[src/psum_settings.svh]
`ifndef PSUM_SETTINGS_SVH
`define PSUM_SETTINGS_SVH

// ====================
// partial-sum storage
// ====================

// signed partial sum
`define PSUM_WIDTH      20
// one 14x14 output tile per bank
`define PSUM_DEPTH      196
`define PSUM_ADDR_WIDTH 8

// processing-element columns sharing the block
`define NUM_COLS        3

// ====================
// APB register map
// ====================

`define APB_ADDR_WIDTH  4
`define APB_DATA_WIDTH  32

// frame controls, read/write
`define REG_CTRL        0
// frame status, read only
`define REG_STATUS      4

`endif
[src/psumDataPkg.sv]
`include "psum_settings.svh"

package psumDataPkg;

    // ====================
    // scalar types
    // ====================

    // one partial sum, wraps on overflow
    typedef logic signed [`PSUM_WIDTH-1:0] psumData;

    // word address inside one bank
    typedef logic [`PSUM_ADDR_WIDTH-1:0] psumAddr;

    // ====================
    // column side
    // ====================

    // write and read in the same cycle are allowed
    typedef struct packed {
        logic    wrEn;
        psumAddr wrAddr;
        psumData wrData;
        logic    rdEn;
        psumAddr rdAddr;
    } colReq;

    // valid the cycle after rdEn
    typedef struct packed {
        psumData rdData;
    } colRsp;

    // bank side, same layout as a column request
    typedef struct packed {
        logic    wrEn;
        psumAddr wrAddr;
        psumData wrData;
        logic    rdEn;
        psumAddr rdAddr;
    } bankReq;

endpackage

[src/psumBank.sv]
`timescale 1ns/1ps
`include "psum_settings.svh"

module psumBank #(
    parameter int DEPTH      = `PSUM_DEPTH,
    parameter int DATA_WIDTH = `PSUM_WIDTH
) (
    input  logic                  clk,
    input  logic                  wrEn,
    input  psumDataPkg::psumAddr  wrAddr,
    input  logic [DATA_WIDTH-1:0] wrData,
    input  logic                  rdEn,
    input  psumDataPkg::psumAddr  rdAddr,
    output logic [DATA_WIDTH-1:0] rdData
);

    // storage, contents undefined after power up
    logic [DATA_WIDTH-1:0] mem [DEPTH];

    // ====================
    // write port
    // ====================

    // address space is wider than the tile
    always_ff @(posedge clk) begin
        if (wrEn && (wrAddr < DEPTH)) begin
            mem[wrAddr] <= wrData;
        end
    end

    // ====================
    // read port
    // ====================

    // one cycle latency, output holds between reads
    // same-address write in the same cycle returns the old word
    always_ff @(posedge clk) begin
        if (rdEn) begin
            rdData <= mem[rdAddr];
        end
    end

endmodule

[config.mk]
export PLATFORM = sky130hd
export DESIGN_NAME = psumBank
export DESIGN_NICKNAME = d
export VERILOG_FILES = /design/src/psumDataPkg.sv /design/src/psumBank.sv
export VERILOG_INCLUDE_DIRS = /design/src
export SDC_FILE = /design/constraint.sdc
export NUM_CORES = 2
export LEC_CHECK = 0
export BUFFER_PORTS_ARGS = -buffer_cell sky130_fd_sc_hd__buf_4
export CORE_MARGIN = 4
export CORE_UTILIZATION = 29
export CTS_CLUSTER_DIAMETER = 80
export DETAILED_ROUTE_END_ITERATION = 10
export GPL_TIMING_DRIVEN = 1
export PLACE_DENSITY = 0.43
export SYNTH_ARGS = -nofsm -noshare
export SYNTH_HDL_FRONTEND = slang
export SYNTH_SLANG_ARGS = --single-unit
[constraint.sdc]
create_clock -name clk -period 4.7 [get_ports clk]
set_input_delay 0 -clock clk [delete_from_list [all_inputs] [get_ports clk]]
set_output_delay 0 -clock clk [all_outputs]
set_load 0.005 [all_outputs]
* Yosys cells after proc, flatten, opt, wreduce, memory -nomap -nowiden *
Memory sizes are Yosys's and may differ from the RTL's. A register that Yosys moved wholly into a read port is not among the register bits.
Cells that the tools add are included.

word-level totals
  flip-flop bits (word level) = 0
  bits in writable memories = 3920
  input port bits = 39
  output and inout port bits = 20
  word-level logic and storage cells = 5
  memories kept = 1

memories
  memory  words  width  read ports  clocked after Yosys merged registers in  write ports  RTL line        source
  mem     196    20     1           1                                        1            psumBank.sv:18  logic [DATA_WIDTH-1:0] mem [DEPTH];

cells by class
  magnitude comparators = 1
  mux-type cells = 2
  reductions and logical operators = 1

operators with widths
  operator                                    number
  < comparator 8 bit (second input constant)  1
  2-to-1 mux 1 bit                            2
  logical AND 1 bit                           1

* Logic depth before layout (Yosys ltp) *
  word-level depth = 4
  depth in mapped cells = 11
  mapped depth without buffers = 6

* Worst setup path before layout *
Ideal clock, no wire load.

  path type = input port to flip-flop
  start point = in wrAddr[2]
  end point = mem mem[124][0] (netlist bit) (enable)
  setup time = 0.397 ns
  arrival = 2.028 ns
  data required time = 4.303 ns
  path slack = 2.275 ns
  stages = 6
  path buffers = 1
  path through = nor4_1 o21a_1 nor3b_1 nand3_1 clkbuf_1 nor2_1

on the way
  cells in the longest elaborated chain, start to end = 4

ends and longest elaborated chain
  element                                 RTL line        source
  start: declaration                      psumBank.sv:10  input psumDataPkg::psumAddr wrAddr,
  < comparator 8 bit                      psumBank.sv:26  if (wrEn && (wrAddr < DEPTH)) begin
  logical AND 1 bit                       psumBank.sv:26
  2-to-1 mux 1 bit                        psumBank.sv:26
  2-to-1 mux 1 bit (implied by the code)  psumBank.sv:27  mem[wrAddr] <= wrData;
  end: declaration                        psumBank.sv:18

Parallel ways exist; a longest one is shown, timed or not.

* Worst setup path after layout *
  start point = in wrAddr[2]
  end point = mem mem[52][18] (netlist bit) (enable)

The elaborated chain is that of the path after synthesis.

==> summary.md <==
| Metric | Value |
|---|---|
| Status | `finished, final reports clean` |
| Vias per cell | `5.01` |
| Final net count | `7,838` |
| Total negative slack | `0 ns` |
| Kind of end point of the critical path | `flop` |
| Ys flop type | `edfxtp_1` |
| Type of the worst setup path | `in -> reg` |
| Detail Route Antenna Nets | `0` |
| CTS Buf Count | `433` |
| Fraction of registers with async set/reset | `0` |
| Final slew viol count | `0` |
| Post-synthesis sequential area ratio | `0.781` |
| Slew @ Worst Pin | `1.45 ns` |
| Synth Net Count | `7,258` |
| Crit-path max FO | `8` |
| Number of synthesized flops with an enable pin | `3,940` |
| Post-CTS sizing | `0` |
| Placeable Area | `0.521 sq mm` |
| H-tree levels | `5` |
| Clock sinks | `3,940` |
| Initial Util | `0.291` |
| # fillers | `48.6k` |
| Synth top area share | `0.781` |
| Worst Skew | `0.0676 ns` |
| Top cells by area, synth | `edfxtp_1 78%, mux4_2 10%, mux2i_1 3.4%` |
| Reg2Reg Depth | `8` |
| Clock tree buffer depth | `4` |
| Peak VDD IR | `0.000324 V` |
| Worst endpoint required time | `5.34 ns` |
| Antenna violations before repair | `44` |
| Die area | `0.534 sq mm` |
| TritonRoute pass-1 iters | `6` |
| Hold crit path type | `in -> reg` |
| Die H | `731 um` |
| DRT iter0 DRCs | `7,569` |
| Netlist Area Pre-Place | `0.152 sq mm` |
| Setup violators final | `0` |
| Number of cells on the worst hold path | `2` |
| Largest net degree at the start of global routing | `145` |
| Tmin final | `3.78 ns` |
| Synth warn | `0` |
| Die X | `731 um` |
| Setup Slack @ Placement | `0.442 ns` |
| Period utilization | `0.804` |
| Achievable Freq | `264 MHz` |
| PwrDens | `426 mW/mm^2` |
| Post-synth top area cell | `edfxtp_1` |
| Row cnt | `265` |
| I/O Pins | `59` |
| Postcts setup bufs | `0` |
| Clk_lat worst skew | `1.00 ns` |
| Max-Cap Viols | `0` |
| Hold Fails Final Rpt | `0` |
| Final worst slack | `0.919 ns` |
| Post-synth cell types | `45` |
| Root Driver | `clkbuf_16` |
| First-pass GRT wire length | `639,000 um` |
| RSZ-0062 raised after global routing | `false` |
| Input/output buffers | `58` |
| Placed wire-length estimate | `272,000 um` |
| Seq cells post-synth | `3,940` |
| GPL Wtd Cong | `0.770` |
| Tot GR Track Use | `0.169` |
| P&R area growth vs syn | `17.5%` |
| Critical Path Start Type | `primary input` |
| Grt total ovfl | `0` |
| CTS tree | `yes` |
| Vias | `75.8k` |
| Remaining DRCs | `0` |
| Syn_area_per_cell | `21.0 sq um` |
| Worst-path clk slew | `0.06 ns` |
| Fraction of layout cells with a size suffix above 1 | `0.259` |
| Vias in the first global route | `76.7k` |
| Most common cell in the netlist | `edfxtp_1` |
| Critical Path AT | `4.42 ns` |
| Post-synth top cells | `3,940 x edfxtp_1, 700 x mux4_2, 520 x mux2i_1` |
| Post-Synthesis Cells | `7,219` |
| Routed WL | `462,000 um` |
| Leakage | `55.6 nW` |
| DR WL/cell | `30.6 um` |
| Worst slew margin | `0.0238` |
where the power goes:
part           switching [mW]  internal [mW]  total, mW
Clock                    14.1           19.1       33.2
Sequential             0.0828           38.8       38.8
Combinational            2.50           1.24       3.74
Total                    16.6           59.1       75.8
path summary, 6_finish.rpt:
kind / startpoint / to / slack [ns]
max reg2reg: mem[39][6]$_DFFE_PP_ / rdData[6]$_DFFE_PP_ / 1.53
min reg2reg: mem[194][17]$_DFFE_PP_ / rdData[17]$_DFFE_PP_ / 0.86
min: wrData[11] / mem[187][11]$_DFFE_PP_ / 0.14
max: wrAddr[2] / mem[52][18]$_DFFE_PP_ / 0.92
cell type report:
| cell class | instances | area, sq um | share of cell area |
|---|---|---|---|
| clock inverters | 247 | 2490 | 0.0140 |
| repair buffers | 584 | 5310 | 0.0298 |
| diodes | 25 | 62.6 | 0.000351 |
| well taps | 6942 | 8690 | 0.0488 |
| flip-flops and latches | 3940 | 118000 | 0.665 |
| multi-input cells | 2840 | 31900 | 0.179 |
| clock buffers | 544 | 11300 | 0.0636 |
state kept, by name, summed over array words and instances, names as in the netlist:
name	cells
mem	3920
rdData	20
routing by layer:
layer	up-vias	share of wire	track usage	routed length [um]
met5	-	0.00011	0	53
met1	41400	0.44	0.238	204000
li1	31600	-	-	-
met2	2201	0.48	0.278	223000
met3	568	0.053	0.0244	24300
met4	8	0.023	0.0383	10400
cells in the final DEF, fill, tap and decap left out, types with 40 or more instances in the layout:
| cell type | netlist | final |
|---|---|---|
| o32ai_1 | 68 | 68 |
| o21ai_0 | 94 | 94 |
| a21oi_1 | 128 | 128 |
| clkbuf_1 | 229 | 108 |
| a221oi_1 | 40 | 40 |
| o22ai_1 | 60 | 60 |
| nor2_1 | 342 | 145 |
| mux2i_1 | 520 | 520 |
| clkinv_1 | 0 | 109 |
| buf_4 | 40 | 472 |
| edfxtp_1 | 3940 | 3940 |
| buf_12 | 0 | 53 |
| mux2_2 | 48 | 48 |
| o221ai_1 | 80 | 80 |
| clkinv_2 | 0 | 62 |
| clkbuf_16 | 0 | 436 |
| nor2_2 | 0 | 191 |
| o21ai_1 | 54 | 54 |
| nand2_1 | 80 | 72 |
| o21bai_1 | 74 | 74 |
| a211oi_1 | 68 | 68 |
| a22oi_1 | 176 | 176 |
| a22o_1 | 40 | 40 |
| mux4_2 | 700 | 700 |
worst max-delay path, stage by stage:
cell and delay, ns:
dlygate4sd3_1 0.54, buf_4 0.20, nor4_1 0.32, o21a_1 0.20, nor3b_1 0.51, dlygate4sd3_1 0.66, nand2_2 0.16, dlygate4sd3_1 0.67
nor2_2 0.26, dlygate4sd3_1 0.89
per-stage QoR:
stage / instances / instance area (sq um) / hold slack (ns) / util / total power, mW
4_1_cts: 15100 / 178000 / 0.0362 / 0.342 / 76.7
5_1_grt: 15100 / 178000 / 0.0888 / 0.342 / 78.3
2_1_floorplan: 7219 / 152000 / 0.0989 / - / 41.3
6_report: 15100 / 178000 / 0.135 / 0.342 / 75.8
3_3_place_gp: 14300 / 164000 / 0.484 / 0.314 / 43.3
3_5_place_dp: 14300 / 164000 / 0.484 / 0.314 / 43.4
kinds of logic (layout without fill, tap and decap cells):
logic type | Yosys count | in the layout | share of synthesized area
AOI/OAI and AO/OA | 970 | 970 | 0.0453
buffers and inverters | 439 | 1375 | 0.0140
DFF | 3940 | 3940 | 0.781
muxes | 1280 | 1280 | 0.143
other | 0 | 25 | 0
and+or+nand+nor | 590 | 590 | 0.0173
repair_timing:
item	4_1_cts	5_1_grt
endpoints found under the setup margin	0	0
hold buffers	35	0
hold endpoints to repair	2328	0
(Power assumes the default switching activity.)
