[src/psum_settings.svh]
`ifndef PSUM_SETTINGS_SVH
`define PSUM_SETTINGS_SVH

// ====================
// partial-sum storage
// ====================

// signed partial sum
`define PSUM_WIDTH      20
// one 14x14 output tile per bank
`define PSUM_DEPTH      196
`define PSUM_ADDR_WIDTH 8

// processing-element columns sharing the block
`define NUM_COLS        3

// ====================
// APB register map
// ====================

`define APB_ADDR_WIDTH  4
`define APB_DATA_WIDTH  32

// frame controls, read/write
`define REG_CTRL        0
// frame status, read only
`define REG_STATUS      4

`endif
[src/psumCtrlPkg.sv]
`include "psum_settings.svh"

package psumCtrlPkg;

    // ====================
    // APB bus
    // ====================

    typedef logic [`APB_ADDR_WIDTH-1:0] apbAddr;
    typedef logic [`APB_DATA_WIDTH-1:0] apbData;

    // master to slave
    typedef struct packed {
        logic   psel;
        logic   penable;
        logic   pwrite;
        apbAddr paddr;
        apbData pwdata;
    } apbReq;

    // slave to master
    typedef struct packed {
        apbData prdata;
        logic   pready;
        logic   pslverr;
    } apbRsp;

    // ====================
    // frame state
    // ====================

    // pingSel high means column 2 writes bank 3
    // and the pool drains bank 2
    typedef struct packed {
        logic firstBlock;
        logic firstFrame;
        logic pingSel;
    } frameCfg;

endpackage

[src/psumFrameRegs.sv]
`timescale 1ns/1ps
`include "psum_settings.svh"

module psumFrameRegs (
    input  logic                 clk,
    input  logic                 rst_n,
    input  psumCtrlPkg::apbReq   apbIn,
    output psumCtrlPkg::apbRsp   apbOut,
    output psumCtrlPkg::frameCfg cfg,
    output logic                 poolEn
);

    // access phase of a transfer
    logic accPhase;
    // offset decode
    logic selCtrl;
    logic selStatus;
    // CTRL write strobe
    logic ctrlWr;

    // frame controls held in CTRL
    logic firstBlock;
    logic evenFrame;
    // sticky until the first odd frame
    logic firstFrame;
    // firstBlock one cycle late, for edge detect
    logic firstBlockQ;

    // ====================
    // APB decode
    // ====================

    // setup is psel alone, access adds penable
    assign accPhase  = apbIn.psel & apbIn.penable;
    assign selCtrl   = (apbIn.paddr == psumCtrlPkg::apbAddr'(`REG_CTRL));
    assign selStatus = (apbIn.paddr == psumCtrlPkg::apbAddr'(`REG_STATUS));

    // STATUS ignores writes, no error either
    assign ctrlWr = accPhase & apbIn.pwrite & selCtrl;

    // zero wait state slave
    always_comb begin
        apbOut.prdata  = '0;
        apbOut.pready  = 1'b1;
        apbOut.pslverr = accPhase & ~(selCtrl | selStatus);
        if (selCtrl) begin
            apbOut.prdata[0] = firstBlock;
            apbOut.prdata[1] = evenFrame;
        end else if (selStatus) begin
            apbOut.prdata[0] = firstFrame;
        end
    end

    // ====================
    // frame registers
    // ====================

    // takes effect at the edge closing the access phase
    always_ff @(posedge clk or negedge rst_n) begin
        if (!rst_n) begin
            firstBlock <= 1'b1;
            evenFrame  <= 1'b1;
        end else if (ctrlWr) begin
            firstBlock <= apbIn.pwdata[0];
            evenFrame  <= apbIn.pwdata[1];
        end
    end

    // first odd frame ends the first-frame period for good
    always_ff @(posedge clk or negedge rst_n) begin
        if (!rst_n) begin
            firstFrame <= 1'b1;
        end else if (!evenFrame) begin
            firstFrame <= 1'b0;
        end
    end

    always_ff @(posedge clk or negedge rst_n) begin
        if (!rst_n) begin
            firstBlockQ <= 1'b1;
        end else begin
            firstBlockQ <= firstBlock;
        end
    end

    // ====================
    // outputs
    // ====================

    // column 2 alternates ping-pong banks with frame parity
    assign cfg = '{
        firstBlock: firstBlock,
        firstFrame: firstFrame,
        pingSel:    ~evenFrame
    };

    // falling firstBlock means last frame's bank is complete
    // nothing to pool before the first frame is done
    assign poolEn = firstBlockQ & ~firstBlock & ~firstFrame;

endmodule

[config.mk]
export PLATFORM = sky130hd
export DESIGN_NAME = psumFrameRegs
export DESIGN_NICKNAME = d
export VERILOG_FILES = /design/src/psumCtrlPkg.sv /design/src/psumFrameRegs.sv
export VERILOG_INCLUDE_DIRS = /design/src
export SDC_FILE = /design/constraint.sdc
export NUM_CORES = 1
export LEC_CHECK = 0
export BUFFER_PORTS_ARGS = -buffer_cell sky130_fd_sc_hd__buf_4
export CORE_AREA = 4 4 46 48
export CTS_BUF_LIST = sky130_fd_sc_hd__clkbuf_8 sky130_fd_sc_hd__clkbuf_16
export CTS_CLUSTER_DIAMETER = 60
export CTS_CLUSTER_SIZE = 40
export DETAILED_ROUTE_END_ITERATION = 16
export DIE_AREA = 0 0 50 52
export PLACE_DENSITY = 0.8
export SYNTH_ARGS = -nofsm -noshare
export SYNTH_HDL_FRONTEND = slang
export SYNTH_SLANG_ARGS = --single-unit
[constraint.sdc]
create_clock -name clk -period 1.2 [get_ports clk]
set_input_delay 0 -clock clk [delete_from_list [all_inputs] [get_ports clk]]
set_output_delay 0 -clock clk [all_outputs]
set_load 0.05 [all_outputs]
== Word-level counts from Yosys, hierarchy flattened ==
Cells that the tools add are included.
Operators by class
  equality and inequality tests: 1
  multiplexer cells: 3
  bitwise operators: 11
  reduce and logical (&&, ||, !) cells: 1
Operators by type and width (count)
  1-bit AND: 6
  4-bit by 3-bit == test with 1-bit output (second input constant): 1
  4-bit zero test: 1
  1-bit inverter: 4
  1-bit 2-to-1 mux: 3
  1-bit OR: 1
Word-level totals
  register bits after elaboration: 4
  input port bits: 41
  output and inout port bits: 38
  word-level logic and storage cells: 20

== Depth between registers and ports, before layout ==
Gate-level depths: netlist of the first run.
  depth in word-level cells: 4
  gate-level depth with buffers: 3
  gate-level depth less buffers: 3

== Worst setup path before layout of the first run ==
OpenSTA, ideal clock, no wires.
  path type: reg2out
  start: register firstBlock
  end: output port apbOut[2] (netlist bit)
  data arrival time: 2052 ps
  required time: 1200 ps
  slack: -852 ps
  cell stages (with the launch flop): 3
  path buffers: 0
  cell sequence: dfstp_2 > mux2i_1 > nor4_1
RTL lines
  start: declaration: RTL line psumFrameRegs.sv:22  | logic firstBlock;
  start signal: assignment: RTL line psumFrameRegs.sv:64  | firstBlock <= apbIn.pwdata[0];
  end: declaration: RTL line psumFrameRegs.sv:8  | output psumCtrlPkg::apbRsp apbOut,

==> impl_metrics.toml, run 1 <==
[logic_synthesis]
ys_seq_elements = 4
yosys_warnings = 0
avgSynthCellArea_um2 = 9.33
ys_seq_area_frac = 0.225
synth_area_um2 = 467
synth_cells = 50
synth.distinct_cells = 13

[routing]
first_pass_iters = 2
drt-total-wl_um = 846
antenna_left = 0
remaining_drc_errors = 0
vias = 290
drtIter0Drc = 1
via_per_inst = 3.09
wl_per_cell_um = 9.00

[power_and_ir_drop]
power_density_nw_per_um2 = 1440
power.total_mw = 0.815
ir_worst_vdd_v = 0.000464
cellLeakagePower_nw = 0.305

[placement]
place.gp.congestion = 0.641
dp_hpwl_um = 734
port_buffers = 17
place_worst_setup_slack_ns = 0.120

[worst_setup_path]
regToRegEndpoint = "firstBlock"
reg2reg_depth = 2
slowest_stage = "dfstp_2"
r2r_start = "firstBlock"
worstPathArrival_ns = 1.18
start_kind = "flop"
endpoint_kind = "primary output"
crit_path_max_fanout = 2
cp_cell_sequence = "mux2i_1, nor4_2, buf_4"
cp_data_required_time_ns = 1.20
rrSetupSlack_ns = 0.36
path_class = "reg2out"
critPathMaxStageDelay_ns = 0.52

[timing]
fmax_mhz = 848
finalSetupViolations = 0
post-route-period-util = 0.983
setup_tns_ns = 0
final_max_slew_viol_count = 0
hold_viol = 0
fin_ws_ns = 0.0210
fin_crit_ns = 1.18
skew_ns = 0.0000565
rsz0062_at_grt = "yes"

[layout]
syn_to_final_growth_pct = 20.9
drive_gt1_frac = 0.493
nets = 112
final_cell_mix = "31 x conb_1, 19 x buf_4, 4 x dfstp_2, 3 x clkbuf_8"
layout_commonest_cell = "conb_1"
postLayoutCoreUtil = 0.330
num_antenna_cells = 0

[grt]
grt_pass1_vias = 255
grt_pass1_wl_mm = 1.10
antenna_found_initial = 0
grt_start_max_net_pins = 5
grt_usage = 0.0626
grt_overflow = 0

[die]
core-area_um2 = 1710
dieArea_um2 = 2600
die_y_um = 52
initial_core_util = 0.273
die-width_um = 50
ioPinCount = 79
row_count = 15

[run]
cap_violations = 0

[cts]
clock-root-buffer = "clkbuf_8"
clock_latency_ns = 0.21
cts_resized = 0
cts_tree = "built"
clk_pin_slew_ns = 0.03
cts_buffer_depth = 2
clock_sinks = 4
cts_buffers = 3
cts.htree.levels = 1

[hold_path]
hold-path-endpoint = "firstBlock"
worst_hold_path_type = "in2reg"
min_path_cells = 2
min_from = "apbIn[0]"

[run_status]
outcome = "finished clean"
[report_power, final]
group          switching (mW)  internal (mW)
registers             0.00837          0.159
logic                   0.304         0.0697
clock network          0.0609          0.213
total                   0.373          0.442
[cell usage after synthesis]
master | instances | area (um2)
and2_2 | 1 | 7.51
nor3b_1 | 1 | 7.51
and4_4 | 1 | 11.3
conb_1 | 2 | 7.51
dfstp_2 | 4 | 105
buf_4 | 33 | 248
inv_1 | 1 | 3.75
nor4_1 | 1 | 6.26
o311a_2 | 1 | 11.3
mux2_4 | 2 | 30.0
nor4_2 | 1 | 12.5
and2_1 | 1 | 6.26
mux2i_1 | 1 | 10.0
[cell type report]
class / count / area (um2)
flip-flops and latches: 4 / 105
fillers: 183 / 1140
repair buffers: 20 / 153
clock buffers: 3 / 41.3
multi-input cells: 41 / 230
well taps: 25 / 31.3
inverters: 1 / 3.75
[what timing repair did]
| item | CTS | global route |
|---|---|---|
| pin swaps | 0 | 0 |
| endpoints found under the hold margin | 4 | 0 |
| setup endpoints to repair | 1 | 1 |
| hold buffers | 1 | 0 |
| setup buffers | 2 | 0 |
| gates cloned | 0 | 0 |
[cell families after synthesis]
family                 Yosys count  share of synthesized area
buffers and inverters           34                      0.539
muxes                            3                     0.0858
DFF                              4                      0.225
AOI/OAI and AO/OA                1                     0.0241
other                            2                     0.0161
and+or+nand+nor                  6                      0.110
[how the worst max path moves through the flow]
| stage | slack, ns | start | cells after the start | end |
|---|---|---|---|---|
| 2_1_floorplan | -0.28 | firstBlock | 2 | apbOut[2] |
| 3_5_place_dp | 0.12 | apbIn[33] | 4 | evenFrame |
| 6_report | 0.02 | firstBlock | 3 | apbOut[2] |
| 3_3_place_gp | 0.14 | apbIn[33] | 4 | firstBlock |
| 4_1_cts | 0.0001 | firstFrame | 3 | apbOut[2] |
| 5_1_grt | -0.04 | firstFrame | 3 | apbOut[2] |
[worst max-delay path, delay by kind of cell, from the launching register on]
kind	cells	cell delay, ns
multiplexers	1	0.07
flip-flops	1	0.52
AND/OR/NAND/NOR	1	0.13
buffers and inverters	1	0.24
[registers in the layout (all words and copies together) (netlist names)]
signal / cells
firstFrame: 1
evenFrame: 1
firstBlock: 1
firstBlockQ: 1
[through the flow]
step | cells | instance area [um2] | hold slack [ns]
floorplan | 79 | 587 | -0.148
global placement | 88 | 498 | -0.0383
detailed placement | 88 | 498 | -0.0284
CTS | 94 | 564 | 0.0134
global route | 94 | 564 | 0.0134
finish | 94 | 564 | 0.0177
[metal layers]
layer  global-route usage  share of wire  up-vias
li1                     -              -      134
met1               0.0589           0.31      126
met2               0.0870           0.48       30
met3               0.0487           0.21        0
met4               0.0553              0        0
met5                    0              0        -
(Power assumes the default switching activity.)
==> inputs of run 2 (changes only) <==
==> constraint.sdc (replaced) <==
create_clock -name clk -period 1.4 [get_ports clk]
set_input_delay 0 -clock clk [delete_from_list [all_inputs] [get_ports clk]]
set_output_delay 0 -clock clk [all_outputs]
set_load 0.05 [all_outputs]
==> impl_metrics.toml, run 2 (same netlist as run 1, synthesis figures left out) <==
[cts]
cts_tree = "built"
clk_pin_slew_ns = 0.03
cts.htree.levels = 1
holdBufCountCts = 1
clock_sinks = 4
cts_resized = 0
clock-root-buffer = "clkbuf_8"
cts_buffers = 3
clock_latency_ns = 0.21
cts_setup_buffers = 0
cts_buffer_depth = 2

[layout]
final_cells = 92
fillCellCount = 182
final_cell_mix = "31 x conb_1, 17 x buf_4, 4 x dfstp_2, 3 x clkbuf_8"
nets = 110
drive_gt1_frac = 0.478
num_antenna_cells = 0
syn_to_final_growth_pct = 17.7
ff_latch_area_um2 = 105
layout_commonest_cell = "conb_1"
postLayoutCoreUtil = 0.322
multiInputGateArea_um2 = 230

[routing]
remaining_drc_errors = 0
vias = 280
antenna_left = 0
wl_per_cell_um = 8.73
drtIter0Drc = 1
first_pass_iters = 2
drt-total-wl_um = 803
via_per_inst = 3.04

[hold_path]
worst_hold_path_type = "in2reg"

[run]
cap_violations = 0

[power_and_ir_drop]
power.switching_mw = 0.318
power_density_nw_per_um2 = 1260
power_frac_clock = 0.338
ir_worst_vdd_v = 0.000407
pwr-share-comb = 0.448
p_sw_frac = 0.459
cellLeakagePower_nw = 0.294
internal_power_mw = 0.374
pwr-share-seq = 0.213

[die]
dieArea_um2 = 2600
die_y_um = 52
ioPinCount = 79
initial_core_util = 0.273
core-area_um2 = 1710
row_count = 15
die-width_um = 50

[grt]
grt_pass1_vias = 242
grt_usage = 0.0584
antenna_found_initial = 0
grt_start_max_net_pins = 6
grt_overflow = 0
grt_pass1_wl_mm = 1.02

[timing]
skew_ns = 0.0000573
fin_ws_ns = 0.159
hold_viol = 0
fin_crit_ns = 1.24
fmax_mhz = 806
rsz0062_at_grt = "no"
whs_ns = 0.0180
finalSetupViolations = 0
post-route-period-util = 0.887
final_max_slew_viol_count = 0
setup_tns_ns = 0

[placement]
place_worst_setup_slack_ns = 0.320
dp.cells = 88
port_buffers = 17
place.gp.congestion = 0.641
dp_hpwl_um = 734

[worst_setup_path]
worstPathArrival_ns = 1.24
start_kind = "flop"
endpoint_kind = "primary output"
cp_data_required_time_ns = 1.40
path_class = "reg2out"
crit_path_max_fanout = 5

[run_status]
outcome = "finished clean"
[run 2: routing by layer]
metal | part of all wire | vias to the layer above | routed length [um] | track usage
met3 | 0.22 | 0 | 175 | 0.0487
met4 | 0 | 0 | 0 | 0.0553
met1 | 0.30 | 120 | 239 | 0.0537
met2 | 0.48 | 30 | 388 | 0.0783
li1 | - | 130 | - | -
met5 | 0 | - | 0 | 0
[run 2: worst max-delay path: stages, from the launching register on]
cell and delay (ns):
dfstp_2 0.57, mux2i_1 0.09, nor4_2 0.13, buf_4 0.24
[run 2: power groups by stage]
| stage | registers, mW | logic [mW] | clock network (mW) |
|---|---|---|---|
| after global placement | 0.147 | 0.304 | 0 |
| after detailed placement | 0.149 | 0.306 | 0 |
| final | 0.148 | 0.310 | 0.234 |
| after global routing | 0.151 | 0.320 | 0.250 |
| after floorplan | 0.145 | 0.328 | 0 |
| after CTS | 0.148 | 0.309 | 0.245 |
[run 2: worst paths after layout]
| path | start | endpoint | slack, ns | cells past startpoint |
|---|---|---|---|---|
| min reg2reg | firstBlock | firstBlockQ | 0.40 | 0 |
| min in group asynchronous | rst_n | firstBlock | 0.30 | 2 |
| max | firstBlock | apbOut[2] | 0.16 | 3 |
| max in group asynchronous | rst_n | evenFrame | 1.08 | 2 |
| min | apbIn[0] | firstBlock | 0.02 | 2 |
| max reg2reg | firstBlock | firstBlock | 0.63 | 1 |
[run 2: cell type report]
cell class / instances / share of cell area
Sequential cell: 4 / 0.191
Tap cell: 25 / 0.0569
Inverter: 1 / 0.00683
Clock buffer: 3 / 0.0752
Multi-Input combinational cell: 41 / 0.419
Timing Repair Buffer: 18 / 0.251
[run 2: per-stage QoR]
| stage | power (mW) | cell area, um2 |
|---|---|---|
| CTS | 0.702 | 549 |
| floorplan | 0.472 | 587 |
| global placement | 0.452 | 498 |
| detailed placement | 0.456 | 498 |
| global route | 0.721 | 549 |
| finish | 0.692 | 549 |
