## config.mk

```make
export PLATFORM = sky130hd
export DESIGN_NAME = psumRouter
export DESIGN_NICKNAME = d
export VERILOG_FILES = /design/src/psumCtrlPkg.sv /design/src/psumDataPkg.sv /design/src/psumRouter.sv
export VERILOG_INCLUDE_DIRS = /design/src
export SDC_FILE = /design/constraint.sdc
export NUM_CORES = 1
export LEC_CHECK = 0
export ABC_AREA = 1
export BUFFER_PORTS_ARGS = -buffer_cell sky130_fd_sc_hd__buf_2
export CAP_MARGIN = 25
export CORE_AREA = 2 2 171 173
export CTS_CLUSTER_DIAMETER = 120
export DETAILED_ROUTE_END_ITERATION = 8
export DIE_AREA = 0 0 173 175
export HOLD_SLACK_MARGIN = 0.02
export PLACE_DENSITY = 0.45
export SYNTH_ARGS = -nofsm -noshare
export SYNTH_HDL_FRONTEND = slang
export SYNTH_SLANG_ARGS = --single-unit
```

## constraint.sdc

```tcl
create_clock -name clk -period 3 [get_ports clk]
set_input_delay 0 -clock clk [delete_from_list [all_inputs] [get_ports clk]]
set_output_delay 0 -clock clk [all_outputs]
set_load 0.01 [all_outputs]
```

## src/psum_settings.svh

```systemverilog
`ifndef PSUM_SETTINGS_SVH
`define PSUM_SETTINGS_SVH

// ====================
// partial-sum storage
// ====================

// signed partial sum
`define PSUM_WIDTH      20
// one 14x14 output tile per bank
`define PSUM_DEPTH      196
`define PSUM_ADDR_WIDTH 8

// processing-element columns sharing the block
`define NUM_COLS        3

// ====================
// APB register map
// ====================

`define APB_ADDR_WIDTH  4
`define APB_DATA_WIDTH  32

// frame controls, read/write
`define REG_CTRL        0
// frame status, read only
`define REG_STATUS      4

`endif
```

## src/psumCtrlPkg.sv

```systemverilog
`include "psum_settings.svh"

package psumCtrlPkg;

    // ====================
    // APB bus
    // ====================

    typedef logic [`APB_ADDR_WIDTH-1:0] apbAddr;
    typedef logic [`APB_DATA_WIDTH-1:0] apbData;

    // master to slave
    typedef struct packed {
        logic   psel;
        logic   penable;
        logic   pwrite;
        apbAddr paddr;
        apbData pwdata;
    } apbReq;

    // slave to master
    typedef struct packed {
        apbData prdata;
        logic   pready;
        logic   pslverr;
    } apbRsp;

    // ====================
    // frame state
    // ====================

    // pingSel high means column 2 writes bank 3
    // and the pool drains bank 2
    typedef struct packed {
        logic firstBlock;
        logic firstFrame;
        logic pingSel;
    } frameCfg;

endpackage

```

## src/psumDataPkg.sv

```systemverilog
`include "psum_settings.svh"

package psumDataPkg;

    // ====================
    // scalar types
    // ====================

    // one partial sum, wraps on overflow
    typedef logic signed [`PSUM_WIDTH-1:0] psumData;

    // word address inside one bank
    typedef logic [`PSUM_ADDR_WIDTH-1:0] psumAddr;

    // ====================
    // column side
    // ====================

    // write and read in the same cycle are allowed
    typedef struct packed {
        logic    wrEn;
        psumAddr wrAddr;
        psumData wrData;
        logic    rdEn;
        psumAddr rdAddr;
    } colReq;

    // valid the cycle after rdEn
    typedef struct packed {
        psumData rdData;
    } colRsp;

    // bank side, same layout as a column request
    typedef struct packed {
        logic    wrEn;
        psumAddr wrAddr;
        psumData wrData;
        logic    rdEn;
        psumAddr rdAddr;
    } bankReq;

endpackage

```

## src/psumRouter.sv

```systemverilog
`timescale 1ns/1ps
`include "psum_settings.svh"

module psumRouter #(
    localparam int NUM_BANKS = `NUM_COLS + 1
) (
    input  logic                 clk,
    input  logic                 rst_n,
    input  psumCtrlPkg::frameCfg cfg,
    input  psumDataPkg::colReq   colIn    [`NUM_COLS],
    output psumDataPkg::colRsp   colOut   [`NUM_COLS],
    input  logic                 poolRdEn,
    input  psumDataPkg::psumAddr poolRdAddr,
    output psumDataPkg::psumData poolData,
    output psumDataPkg::bankReq  bankOut  [NUM_BANKS],
    input  psumDataPkg::psumData bankData [NUM_BANKS]
);

    typedef logic [$clog2(NUM_BANKS)-1:0] bankIdx;

    // last column owns the ping-pong pair
    localparam int LAST_COL = `NUM_COLS - 1;
    // pair sits after the single-owner banks
    localparam bankIdx PING_A = bankIdx'(`NUM_COLS - 1);
    localparam bankIdx PING_B = bankIdx'(`NUM_COLS);

    // request-cycle bank selection
    bankIdx wrPing;
    bankIdx poolPing;
    // chained reads only after the first frame
    logic   chainRd;
    logic   anyRd;

    // frame state of the read in flight
    psumCtrlPkg::frameCfg cfgQ;
    bankIdx               wrPingQ;
    bankIdx               poolPingQ;
    psumDataPkg::psumData chainSum;

    // ====================
    // request side
    // ====================

    assign wrPing   = cfg.pingSel ? PING_B : PING_A;
    assign poolPing = cfg.pingSel ? PING_A : PING_B;
    assign chainRd  = ~cfg.firstFrame;

    always_comb begin
        // unused banks get no enables
        bankOut = '{default: '0};

        // writes never move with firstBlock
        for (int c = 0; c < LAST_COL; c++) begin
            bankOut[c].wrEn   = colIn[c].wrEn;
            bankOut[c].wrAddr = colIn[c].wrAddr;
            bankOut[c].wrData = colIn[c].wrData;
        end
        bankOut[wrPing].wrEn   = colIn[LAST_COL].wrEn;
        bankOut[wrPing].wrAddr = colIn[LAST_COL].wrAddr;
        bankOut[wrPing].wrData = colIn[LAST_COL].wrData;

        if (!cfg.firstBlock) begin
            // plain mode, each column reads its own bank
            for (int c = 0; c < LAST_COL; c++) begin
                bankOut[c].rdEn   = colIn[c].rdEn;
                bankOut[c].rdAddr = colIn[c].rdAddr;
            end
            bankOut[wrPing].rdEn   = colIn[LAST_COL].rdEn;
            bankOut[wrPing].rdAddr = colIn[LAST_COL].rdAddr;
            // pool drains the bank column 2 left behind
            bankOut[poolPing].rdEn   = poolRdEn;
            bankOut[poolPing].rdAddr = poolRdAddr;
        end else begin
            // first block, reads shift one column down the chain
            // bank c now serves column c+1
            for (int c = 0; c < LAST_COL; c++) begin
                bankOut[c].rdEn   = colIn[c+1].rdEn & chainRd;
                bankOut[c].rdAddr = colIn[c+1].rdAddr;
            end
            // previous frame's sums join column 2's chain
            // pool is locked out of this port
            bankOut[poolPing].rdEn   = colIn[LAST_COL].rdEn & chainRd;
            bankOut[poolPing].rdAddr = colIn[LAST_COL].rdAddr;
        end
    end

    // ====================
    // read tracking
    // ====================

    always_comb begin
        anyRd = poolRdEn;
        for (int c = 0; c < `NUM_COLS; c++) begin
            anyRd = anyRd | colIn[c].rdEn;
        end
    end

    // snapshot on every read, so a CTRL change cannot
    // reroute data already on its way back
    always_ff @(posedge clk or negedge rst_n) begin
        if (!rst_n) begin
            cfgQ <= '{firstBlock: 1'b1, firstFrame: 1'b1, pingSel: 1'b0};
        end else if (anyRd) begin
            cfgQ <= cfg;
        end
    end

    // ====================
    // response side
    // ====================

    assign wrPingQ   = cfgQ.pingSel ? PING_B : PING_A;
    assign poolPingQ = cfgQ.pingSel ? PING_A : PING_B;

    // signed add, wraps at PSUM_WIDTH
    assign chainSum = bankData[LAST_COL-1] + bankData[poolPingQ];

    always_comb begin
        if (!cfgQ.firstBlock) begin
            for (int c = 0; c < LAST_COL; c++) begin
                colOut[c].rdData = bankData[c];
            end
            colOut[LAST_COL].rdData = bankData[wrPingQ];
        end else begin
            // head of the chain starts from zero
            colOut[0].rdData = '0;
            for (int c = 1; c < LAST_COL; c++) begin
                colOut[c].rdData = cfgQ.firstFrame ? '0 : bankData[c-1];
            end
            colOut[LAST_COL].rdData = cfgQ.firstFrame ? '0 : chainSum;
        end
    end

    // only meaningful in plain mode
    assign poolData = bankData[poolPingQ];

endmodule

```

Word level (Yosys, flattened, before mapping)
Index checks and enable logic that the tools add are counted.
W data, S select, Z words.
{"block": "op_classes", "n_reduce_logical": 2, "magnitude_cmp": 6, "n_bitwise": 10, "muxes": 37, "addsub": 1}
{"operator": "$bwmux W152", "n": 9}
{"operator": "$demux W38 S2", "n": 7}
{"operator": "$mux W152", "n": 1}
{"operator": "$mux W20", "n": 6}
{"operator": "$bmux W20 S2", "n": 2}
{"operator": "$mux W60", "n": 1}
{"operator": "$mux W38", "n": 1}
{"operator": "$mux W37", "n": 1}
{"operator": "$mux W29", "n": 1}
{"operator": "$add A20 B20 Y20", "n": 1}
{"operator": "$mux W9", "n": 2}
{"operator": "$mux W8", "n": 2}
{"operator": "$ge A3 B3 Y1 const B", "n": 4}
{"operator": "$not A2 Y3", "n": 4}
{"operator": "$lt A3 B1 Y1 const B", "n": 2}
{"operator": "$mux W1", "n": 4}
{"operator": "$or A1 B1 Y1", "n": 3}
{"operator": "$and A1 B1 Y1", "n": 2}
{"operator": "$logic_and A1 B1 Y1", "n": 2}
{"operator": "$not A1 Y1", "n": 1}
{"block": "totals", "wordCells": 59, "inputBits": 208, "out_inout_bits": 232, "reg_bits": 3}

Logic depth before layout (Yosys ltp)
Gate-level depths: netlist of the first run.
{"block": "depth", "ltp_word": 14, "ltp_mapped": 17, "ltp_nobuf": 16}

Worst setup path after synthesis of the first run
No wires, ideal clock.
{"block": "synth_path", "path_type": "register -> output", "startpoint": "register cfgQ[0] in the netlist's numbering", "endpoint": "output port colOut[8] in the netlist's numbering", "t_arrival_ps": 2380, "required_ps": 3000, "stages_incl_launch_ff": 15, "path_slack_ps": 620, "n_path_buf": 2, "path_cell_list": "dfrtp_1 -> buf_2 -> buf_2 -> nand2_1 -> o21ai_0 -> ha_1 -> inv_1 -> fa_1 -> inv_1 -> nand3_1 -> nand3_2 -> nand2_1 -> nand2_2 -> nor2_1 -> o21ai_0"}
{"item": "from (decl)", "line": "psumRouter.sv:35", "source": "psumCtrlPkg::frameCfg cfgQ;"}
{"item": "from (signal assigned)", "line": "psumRouter.sv:102", "source": "cfgQ <= '{firstBlock: 1'b1, firstFrame: 1'b1, pingSel: 1'b0};"}
{"item": "from (signal assigned)", "line": "psumRouter.sv:104", "source": "cfgQ <= cfg;"}
{"item": "to (decl)", "line": "psumRouter.sv:11", "source": "output psumDataPkg::colRsp colOut [`NUM_COLS],"}

==> metrics.md, run 1 <==
| Metric | Value |
|---|---|
| Core box area | 28400 um2 |
| Crit path time final | 2.75 ns |
| Area share of the largest cell type after synthesis | 22.8% |
| Mapped Nets | 1030 |
| Clock Tree Root | clkbuf_16 |
| Biggest cell delay along the critical path | 0.46 ns |
| First-pass GRT wire length | 33300 um |
| Crit path max fanout | 68 |
| Status | finished, final reports clean |
| Crit path arrival time | 2.75 ns |
| EDFF count, synth | 0 |
| Util after Layout | 21.7% |
| Fraction of power consumed by sequential logic | 3.5% |
| HP Class | in -> reg |
| Mean Syn Cell Area | 4.88 um2 |
| Largest register by flop count | cfgQ |
| Die X | 173 um |
| Global Route Usage Sum | 14.3% |
| Crit-path slowest cell | dfrtp_2 |
| Cells after DPL | 1419 |
| Biggest regs | cfgQ (3) |
| CTS tree | built |
| Pre-CTS setup slack | 0.165 ns |
| Routed len/inst | 15.7 um |
| Setup Crit Path Kind | reg -> out |
| Number of port buffers | 323 |
| Post-DRT Antenna Nets | 0 |
| Unique masters post-synth | 35 |
| Gpl congestion | 0.852 |
| Mapped Cells | 802 |
| CP Capture Type | output pin |
| Final Cycle Share | 91.5% |
| Static leakage | 0.00385 uW |
| Die height | 175 um |
| M3 GR Usage | 2.50% |
| GRT busiest layer | met2 |
| Final Power | 1440 uW |
| CP required | 3.00 ns |
| Count of final setup violators | 0 |
| Pwr dens | 234 nW/um2 |
| Ys Warns | 0 |
| Slew HR | 47.3% |
| Critical path's top delay family | simple AND/OR/NAND/NOR gates |
| DR iter-0 viols | 196 |
| Peak Freq | 364 MHz |
| I/O pins | 440 |
| Remaining DRCs | 0 |
| Total Neg Setup Slack | 0 ns |
| Drt first pass iters | 5 |
| Layout cells sized above 1 | 33.0% |
| Number of buffers created by CTS | 3 |
| FP Rows | 62 |
| DR vias | 5899 |
| Comb pwr share | 81.9% |
| VDD IR max | 0.116 mV |
| Crit path cell chain | buf_12 > o21ai_1 > ha_2 > nand2_1 > nor2_1 > nand2_1 > nor2_1 > nand2_1 > nand3_1 > nand2_1 > nand3_1 > nand2_1 > buf_2 |
| Syn-to-layout area delta | 57.4% |
| Slew at the pin with the worst max-slew slack | 0.789 ns |
| Clock latency on the worst-skew pair | 0.22 ns |
| Top post-synthesis cells by area | nand2_1 (23%), inv_1 (15%), buf_4 (11%) |
| Final setup margin | 0.254 ns |
| Clk sinks | 3 |
| Layout Skew | 0 ns |
| Met2 global-route usage | 28.2% |
| CTS Buffer Depth | 2 |
| Vias per std cell | 3.98 |
| Synth area leader | nand2_1 |
| Non-Filler Instances | 1484 |
| Clock Pin Slew Worst Setup and Hold Paths | 0.03 ns |
| HPWL Detailed | 19500 um |
| Max FFs per register | 3 |
| H-Tree Depth | 1 |
| Predominant post-synthesis flop cell | dfstp_2 |
| Pin count of the biggest net entering global routing | 81 |
| Async S/R FF share, synth | 100% |
| #FFs+latches synth | 3 |
| Seq/Total Area, Yosys | 1.98% |
| Fin. Hold Viols | 0 |
| Clock Power Share | 14.6% |
| Syn Std Cell Area | 3910 um2 |
| Most used cell, CP | nand2_1 |
| Switch share | 53.0% |
| Max cap viols | 0 |
| Vias in the first global route | 5668 |
| Commonest non-fill, non-tap cell in the layout | buf_2 |
| Die ar. | 30300 um2 |
| Antenna violations before repair | 4 |
| Max Slew Vio Count | 0 |
| Grt total ovfl | 0 |
| Net Sw Power | 763 uW |
| FF/Latch Area | 78.8 um2 |
| Post-CTS Setup Bufs | 0 |
| Worst Path Buf+Inv | 2 |
| Most frequent cells in the layout | buf_2 (323), nand2_1 (238), inv_1 (154) |
| Total routed wirelength | 23300 um |
| FILL cells | 3455 |
| Initial core utilization | 13.8% |
| P_int | 675 uW |
| Critical Path Source Type | register |
| Met1 Usage GRT | 15.8% |
| Area occupied by multi-input gates | 2670 um2 |
| Unrepaired setup endpoints after global routing | false |
| Layout Nets | 1328 |
==> per-stage QoR <==
step,instance area (um2),hold slack (ns)
after floorplan,3910,-0.296
after global placement,5470,-0.200
after detailed placement,5470,-0.199
after CTS,6140,0.0357
after global routing,6160,0.0590
final,6160,0.0428
==> area by class of cell <==
class | instances | area share (%)
repair buffers | 388 | 36.9
clock buffers | 4 | 1.28
inverters | 155 | 9.45
well taps | 384 | 7.80
multi-input cells | 549 | 43.3
diodes | 1 | 0.0406
flip-flops and latches | 3 | 1.28
==> cell families after synthesis <==
group                      after synthesis  synth area share (%)
adders and majority gates               20                  6.59
DFF                                      3                  1.98
buffers and inverters                  250                  30.0
AOI/OAI and AO/OA                      161                  21.9
xor gates and xnor gates                 3                 0.671
and+or+nand+nor                        365                  38.9
==> worst min-delay path, cell delays in order <==
cell and delay (ns):
buf_2 0.10, inv_1 0.09, a21oi_1 0.07
==> synthesized netlist by cell type, types with 3 or more instances <==
cell / instances
a21oi_1: 50
nand3_2: 6
nor2_1: 75
nand3_1: 19
nor2_4: 4
o21ai_0: 86
buf_2: 14
a22oi_1: 7
buf_1: 3
nand2_2: 10
buf_4: 58
clkbuf_1: 20
nand3b_1: 5
nand2_1: 238
inv_1: 154
ha_1: 19
a31oi_1: 7
==> repair_timing <==
item | CTS | global route
hold endpoints to repair | 61 | 0
endpoints found under the setup margin | 1 | 4
hold buffers | 59 | 0
cloned | 0 | 0
resized for setup | 1 | 2
==> power by group through the flow <==
stage                     combinational [uW]  clock [uW]  sequential, uW
after floorplan                          701           0            47.6
after global placement                  1090           0            50.8
after detailed placement                1090           0            50.9
after CTS                               1190         215            50.5
after global routing                    1310         219            51.0
final                                   1180         210            50.3
==> metal layers <==
layer,part of all wire (%),vias up
li1,-,3003
met5,0.047,-
met1,39,2632
met4,1.8,2
met2,54,241
met3,5.7,21
==> path summary, 6_finish.rpt <==
check | start | to | slack (ns) | cells after the start
min in group asynchronous | rst_n | cfgQ[0] | 0.13 | 2
max in group asynchronous | rst_n | cfgQ[2] | 2.67 | 2
setup / recovery | cfgQ[0] | colOut[17] | 0.25 | 13
hold reg to reg | cfgQ[1] | cfgQ[1] | 0.56 | 2
setup reg to reg | cfgQ[2] | cfgQ[2] | 1.93 | 3
hold / removal | cfg[1] | cfgQ[1] | 0.04 | 3
Note: power is estimated with default switching activity, not from simulation.
==> run 2: changes to the inputs <==
- ABC_AREA: 1 -> 0
- CORE_AREA: 2 2 171 173 -> 2 2 169 171
- DIE_AREA: 0 0 173 175 -> 0 0 171 173
- PLACE_DENSITY: 0.45 -> 0.44
- REMOVE_ABC_BUFFERS: not set -> 1
==> run 2 against run 1 <==
  * The run now ends with setup timing left
  * Global-route usage up 0.88 points
  * Sequential power grew 5.6%
  * Clock skew stayed put
  * Non-clock buffer count rose by 18
  * Synthesized cell count fell by 30%
  * Critical path depth shrank 2
  * Core utilization up 1.0 points
  * Synthesized area fell by 7.8%
  * Hold slack better by 0.057 ns
  * Critical endpoint is now colOut[14]
  * Largest power group unchanged
  * Highest routed layer unchanged
==> metrics.md, run 2 <==
| Metric | Value |
|---|---|
| Unique masters post-synth | 54 (+54%) |
| Final Cycle Share | 100% (+8.7 points) |
| Slew at the pin with the worst max-slew slack | 0.770 ns (-0.0198 ns) |
| Post-synth top cells | nand2_1 (62), buf_4 (58), nor2b_1 (55) |
| Die ar. | 29600 um2 (-2.3%) |
| Gpl congestion | 0.824 (-3.2%) |
| CTS tree | built |
| Count of final setup violators | 1 (+1) |
| CTS Buffer Depth | 2 (unchanged) |
| Crit path max fanout | 8 (-88%) |
| Worst Path Buf+Inv | 2 (unchanged) |
| Total routed wirelength | 24100 um (+3.6%) |
| Biggest regs | cfgQ (3) |
| Remaining DRCs | 0 (unchanged) |
| Failing checks | setup timing |
| Predominant post-synthesis flop cell | dfstp_2 |
| Status | complete, but fails checks |
| Vias per std cell | 4.14 (+4.2%) |
| FP Rows | 61 (-1.6%) |
| Clock Pin Slew Worst Setup and Hold Paths | 0.03 ns (about the same) |
| First-pass GRT wire length | 32600 um (-2.1%) |
| Flop2flop setup slack | 1.89 ns (-0.04 ns) |
| Critical path's top delay family | compound AO/OA/AOI/OAI gates |
| Biggest cell delay along the critical path | 0.55 ns (+0.09 ns) |
| Grt total ovfl | 0 (unchanged) |
| Critical Path Source Type | register |
| DR vias | 5221 (-11%) |
| Largest register by flop count | cfgQ |
| Crit path time final | 3.01 ns (+0.261 ns) |
| Crit path cell chain | mux2_4 > ha_4 > inv_2 > fa_2 > and2b_2 > o31a_4 > a21oi_4 > nor3_2 > o31ai_1 > o211ai_1 > buf_2 |
| I/O pins | 440 (unchanged) |
| Most frequent cell after synthesis | nand2_1 |
| VDD IR max | 0.187 mV (+61%) |
| Clock Tree Root | clkbuf_16 |
| Antenna violations before repair | 14 (+10) |
| HPWL Detailed | 20000 um (+2.6%) |
| Core box area | 27600 um2 (-2.7%) |
| Max cap viols | 0 (unchanged) |
| Mean Syn Cell Area | 6.47 um2 (+33%) |
| Number of buffers created by CTS | 3 (unchanged) |
| Pwr dens | 240 nW/um2 (+2.7%) |
| Non-Filler Instances | 1261 (-15%) |
| Static leakage | 0.00315 uW (-18%) |
| Vias in the first global route | 5053 (-11%) |
| DR iter-0 viols | 267 (+36%) |
| Post-DRT Antenna Nets | 0 (unchanged) |
| Layout cells sized above 1 | 48.3% (+15 points) |
| Unrepaired setup endpoints after global routing | true |
| Clock latency on the worst-skew pair | 0.22 ns (about the same) |
| Max Slew Vio Count | 0 (unchanged) |
| Async S/R FF share, synth | 100% (unchanged) |
| Area share of the largest cell type after synthesis | 12.1% (-11 points) |
| Most frequent cells in the layout | buf_2 (322), nand2_1 (62), dlygate4sd3_1 (59) |
| Crit path arrival time | 3.01 ns (+0.26 ns) |
| HP Class | in -> reg |
| Top post-synthesis cells by area | buf_4 (12%), nor2b_1 (9.5%), mux2_2 (8.7%) |
| Layout Nets | 1105 (-17%) |
| Synth area leader | buf_4 |
| Crit-path slowest cell | dfrtp_4 |
| EDFF count, synth | 0 (unchanged) |
| #FFs+latches synth | 3 (unchanged) |
| Initial core utilization | 13.1% (-0.72 points) |
| H-Tree Depth | 1 (unchanged) |
| CP required | 3.00 ns (about the same) |
| Routed len/inst | 19.1 um (+22%) |
| Slew HR | 48.7% (+1.4 points) |
| Max FFs per register | 3 (unchanged) |
| Ys Warns | 0 (unchanged) |
| Syn-to-layout area delta | 73.8% |
| Cells after DPL | 1181 (-17%) |
| Peak Freq | 333 MHz (-8.7%) |
| Die X | 171 um (-1.2%) |
| Number of port buffers | 323 (unchanged) |
| Final setup margin | -0.00723 ns (-0.261 ns) |
| Global Route Usage Sum | 15.1% (+0.88 points) |
| Total Neg Setup Slack | -0.00723 ns (-0.00723 ns) |
| Clk sinks | 3 (unchanged) |
| Drt first pass iters | 5 (unchanged) |
| Pin count of the biggest net entering global routing | 61 (-25%) |
| Layout Skew | 0 ns (unchanged) |
| Commonest non-fill, non-tap cell in the layout | buf_2 |
| CP Capture Type | output pin |
| Setup Crit Path Kind | reg -> out |
| Syn Std Cell Area | 3610 um2 (-7.8%) |
| Fin. Hold Viols | 0 (unchanged) |
| Seq/Total Area, Yosys | 2.15% (+0.17 points) |
| Mapped Cells | 558 (-30%) |
| Die height | 173 um (-1.1%) |
[run 2: cell types whose count changed after synthesis, moves of 23 or more]
cell / change
mux2_2: +28
inv_1: -107
a21oi_1: -26
nor2b_1: +55
nand2_1: -176
mux2i_1: +23
and2_1: +30
o21ai_0: -32
nor2_1: -53
[run 2: routing by layer]
metal | global-route usage (%) | vias to the layer above | wire [um]
met2 | 25.8 | 291 | 11400
met1 | 18.2 | 2405 | 9950
met5 | 1.67 | - | 102
met4 | 2.26 | 8 | 240
li1 | - | 2491 | -
met3 | 5.75 | 26 | 2440
[run 2: report_power, final]
part | internal (uW) | switching (uW)
logic | 564 | 677
registers | 45.6 | 7.51
clock network | 175 | 34.2
total | 784 | 719
[run 2: timing repair]
| item | 4_1_cts | 5_1_grt |
|---|---|---|
| hold buffers | 59 | 0 |
| gates cloned | 1 | 0 |
| endpoints found under the hold margin | 61 | 0 |
| pin swaps | 2 | 11 |
| resized for setup | 21 | 26 |
| setup buffers | 6 | 3 |
| endpoints found under the setup margin | 10 | 11 |
[run 2: final cells by class]
class / count / area, um2
Clock buffer: 4 / 78.8
Multi-Input combinational cell: 416 / 3000
Antenna cell: 7 / 17.5
Sequential cell: 3 / 81.3
Fill cell: 3205 / 21400
Inverter: 47 / 176
Tap cell: 378 / 473
Timing Repair Buffer: 406 / 2450
[run 2: final timing paths]
kind,startpoint,depth (start not counted),endpoint
setup reg to reg,cfgQ[0],4,cfgQ[0]
max in group asynchronous,rst_n,2,cfgQ[1]
hold / removal,colIn[84],4,cfgQ[2]
setup / recovery,cfgQ[0],11,colOut[14]
min in group asynchronous,rst_n,2,cfgQ[0]
hold reg to reg,cfgQ[2],2,cfgQ[2]
[run 2: logic make-up after synthesis]
group | Yosys count | synth area share [%]
buffers and inverters | 139 | 20.8
AOI/OAI and AO/OA | 130 | 23.0
DFF | 3 | 2.15
xor gates and xnor gates | 9 | 2.18
muxes | 51 | 15.1
and+or+nand+nor | 206 | 29.6
adders and majority gates | 20 | 7.14
[run 2: worst min-delay path: stages]
cell	delay (ns)
buf_2	0.09
nor4_1	0.08
nand2_1	0.07
o21ai_0	0.07
[run 2: metrics by stage]
step           instance area [um2]  util (%)  total power, uW  hold WS, ns  setup slack (ns)
3_5_place_dp                  5260      19.0             1100       -0.198            0.0459
4_1_cts                       6100      22.1             1480        0.101          -0.00742
3_3_place_gp                  5260      19.0             1110       -0.199            0.0429
5_1_grt                       6260      22.7             1620        0.134           -0.0923
6_report                      6270      22.7             1500       0.0999          -0.00723
2_1_floorplan                 3030         -              608       -0.296            -0.433
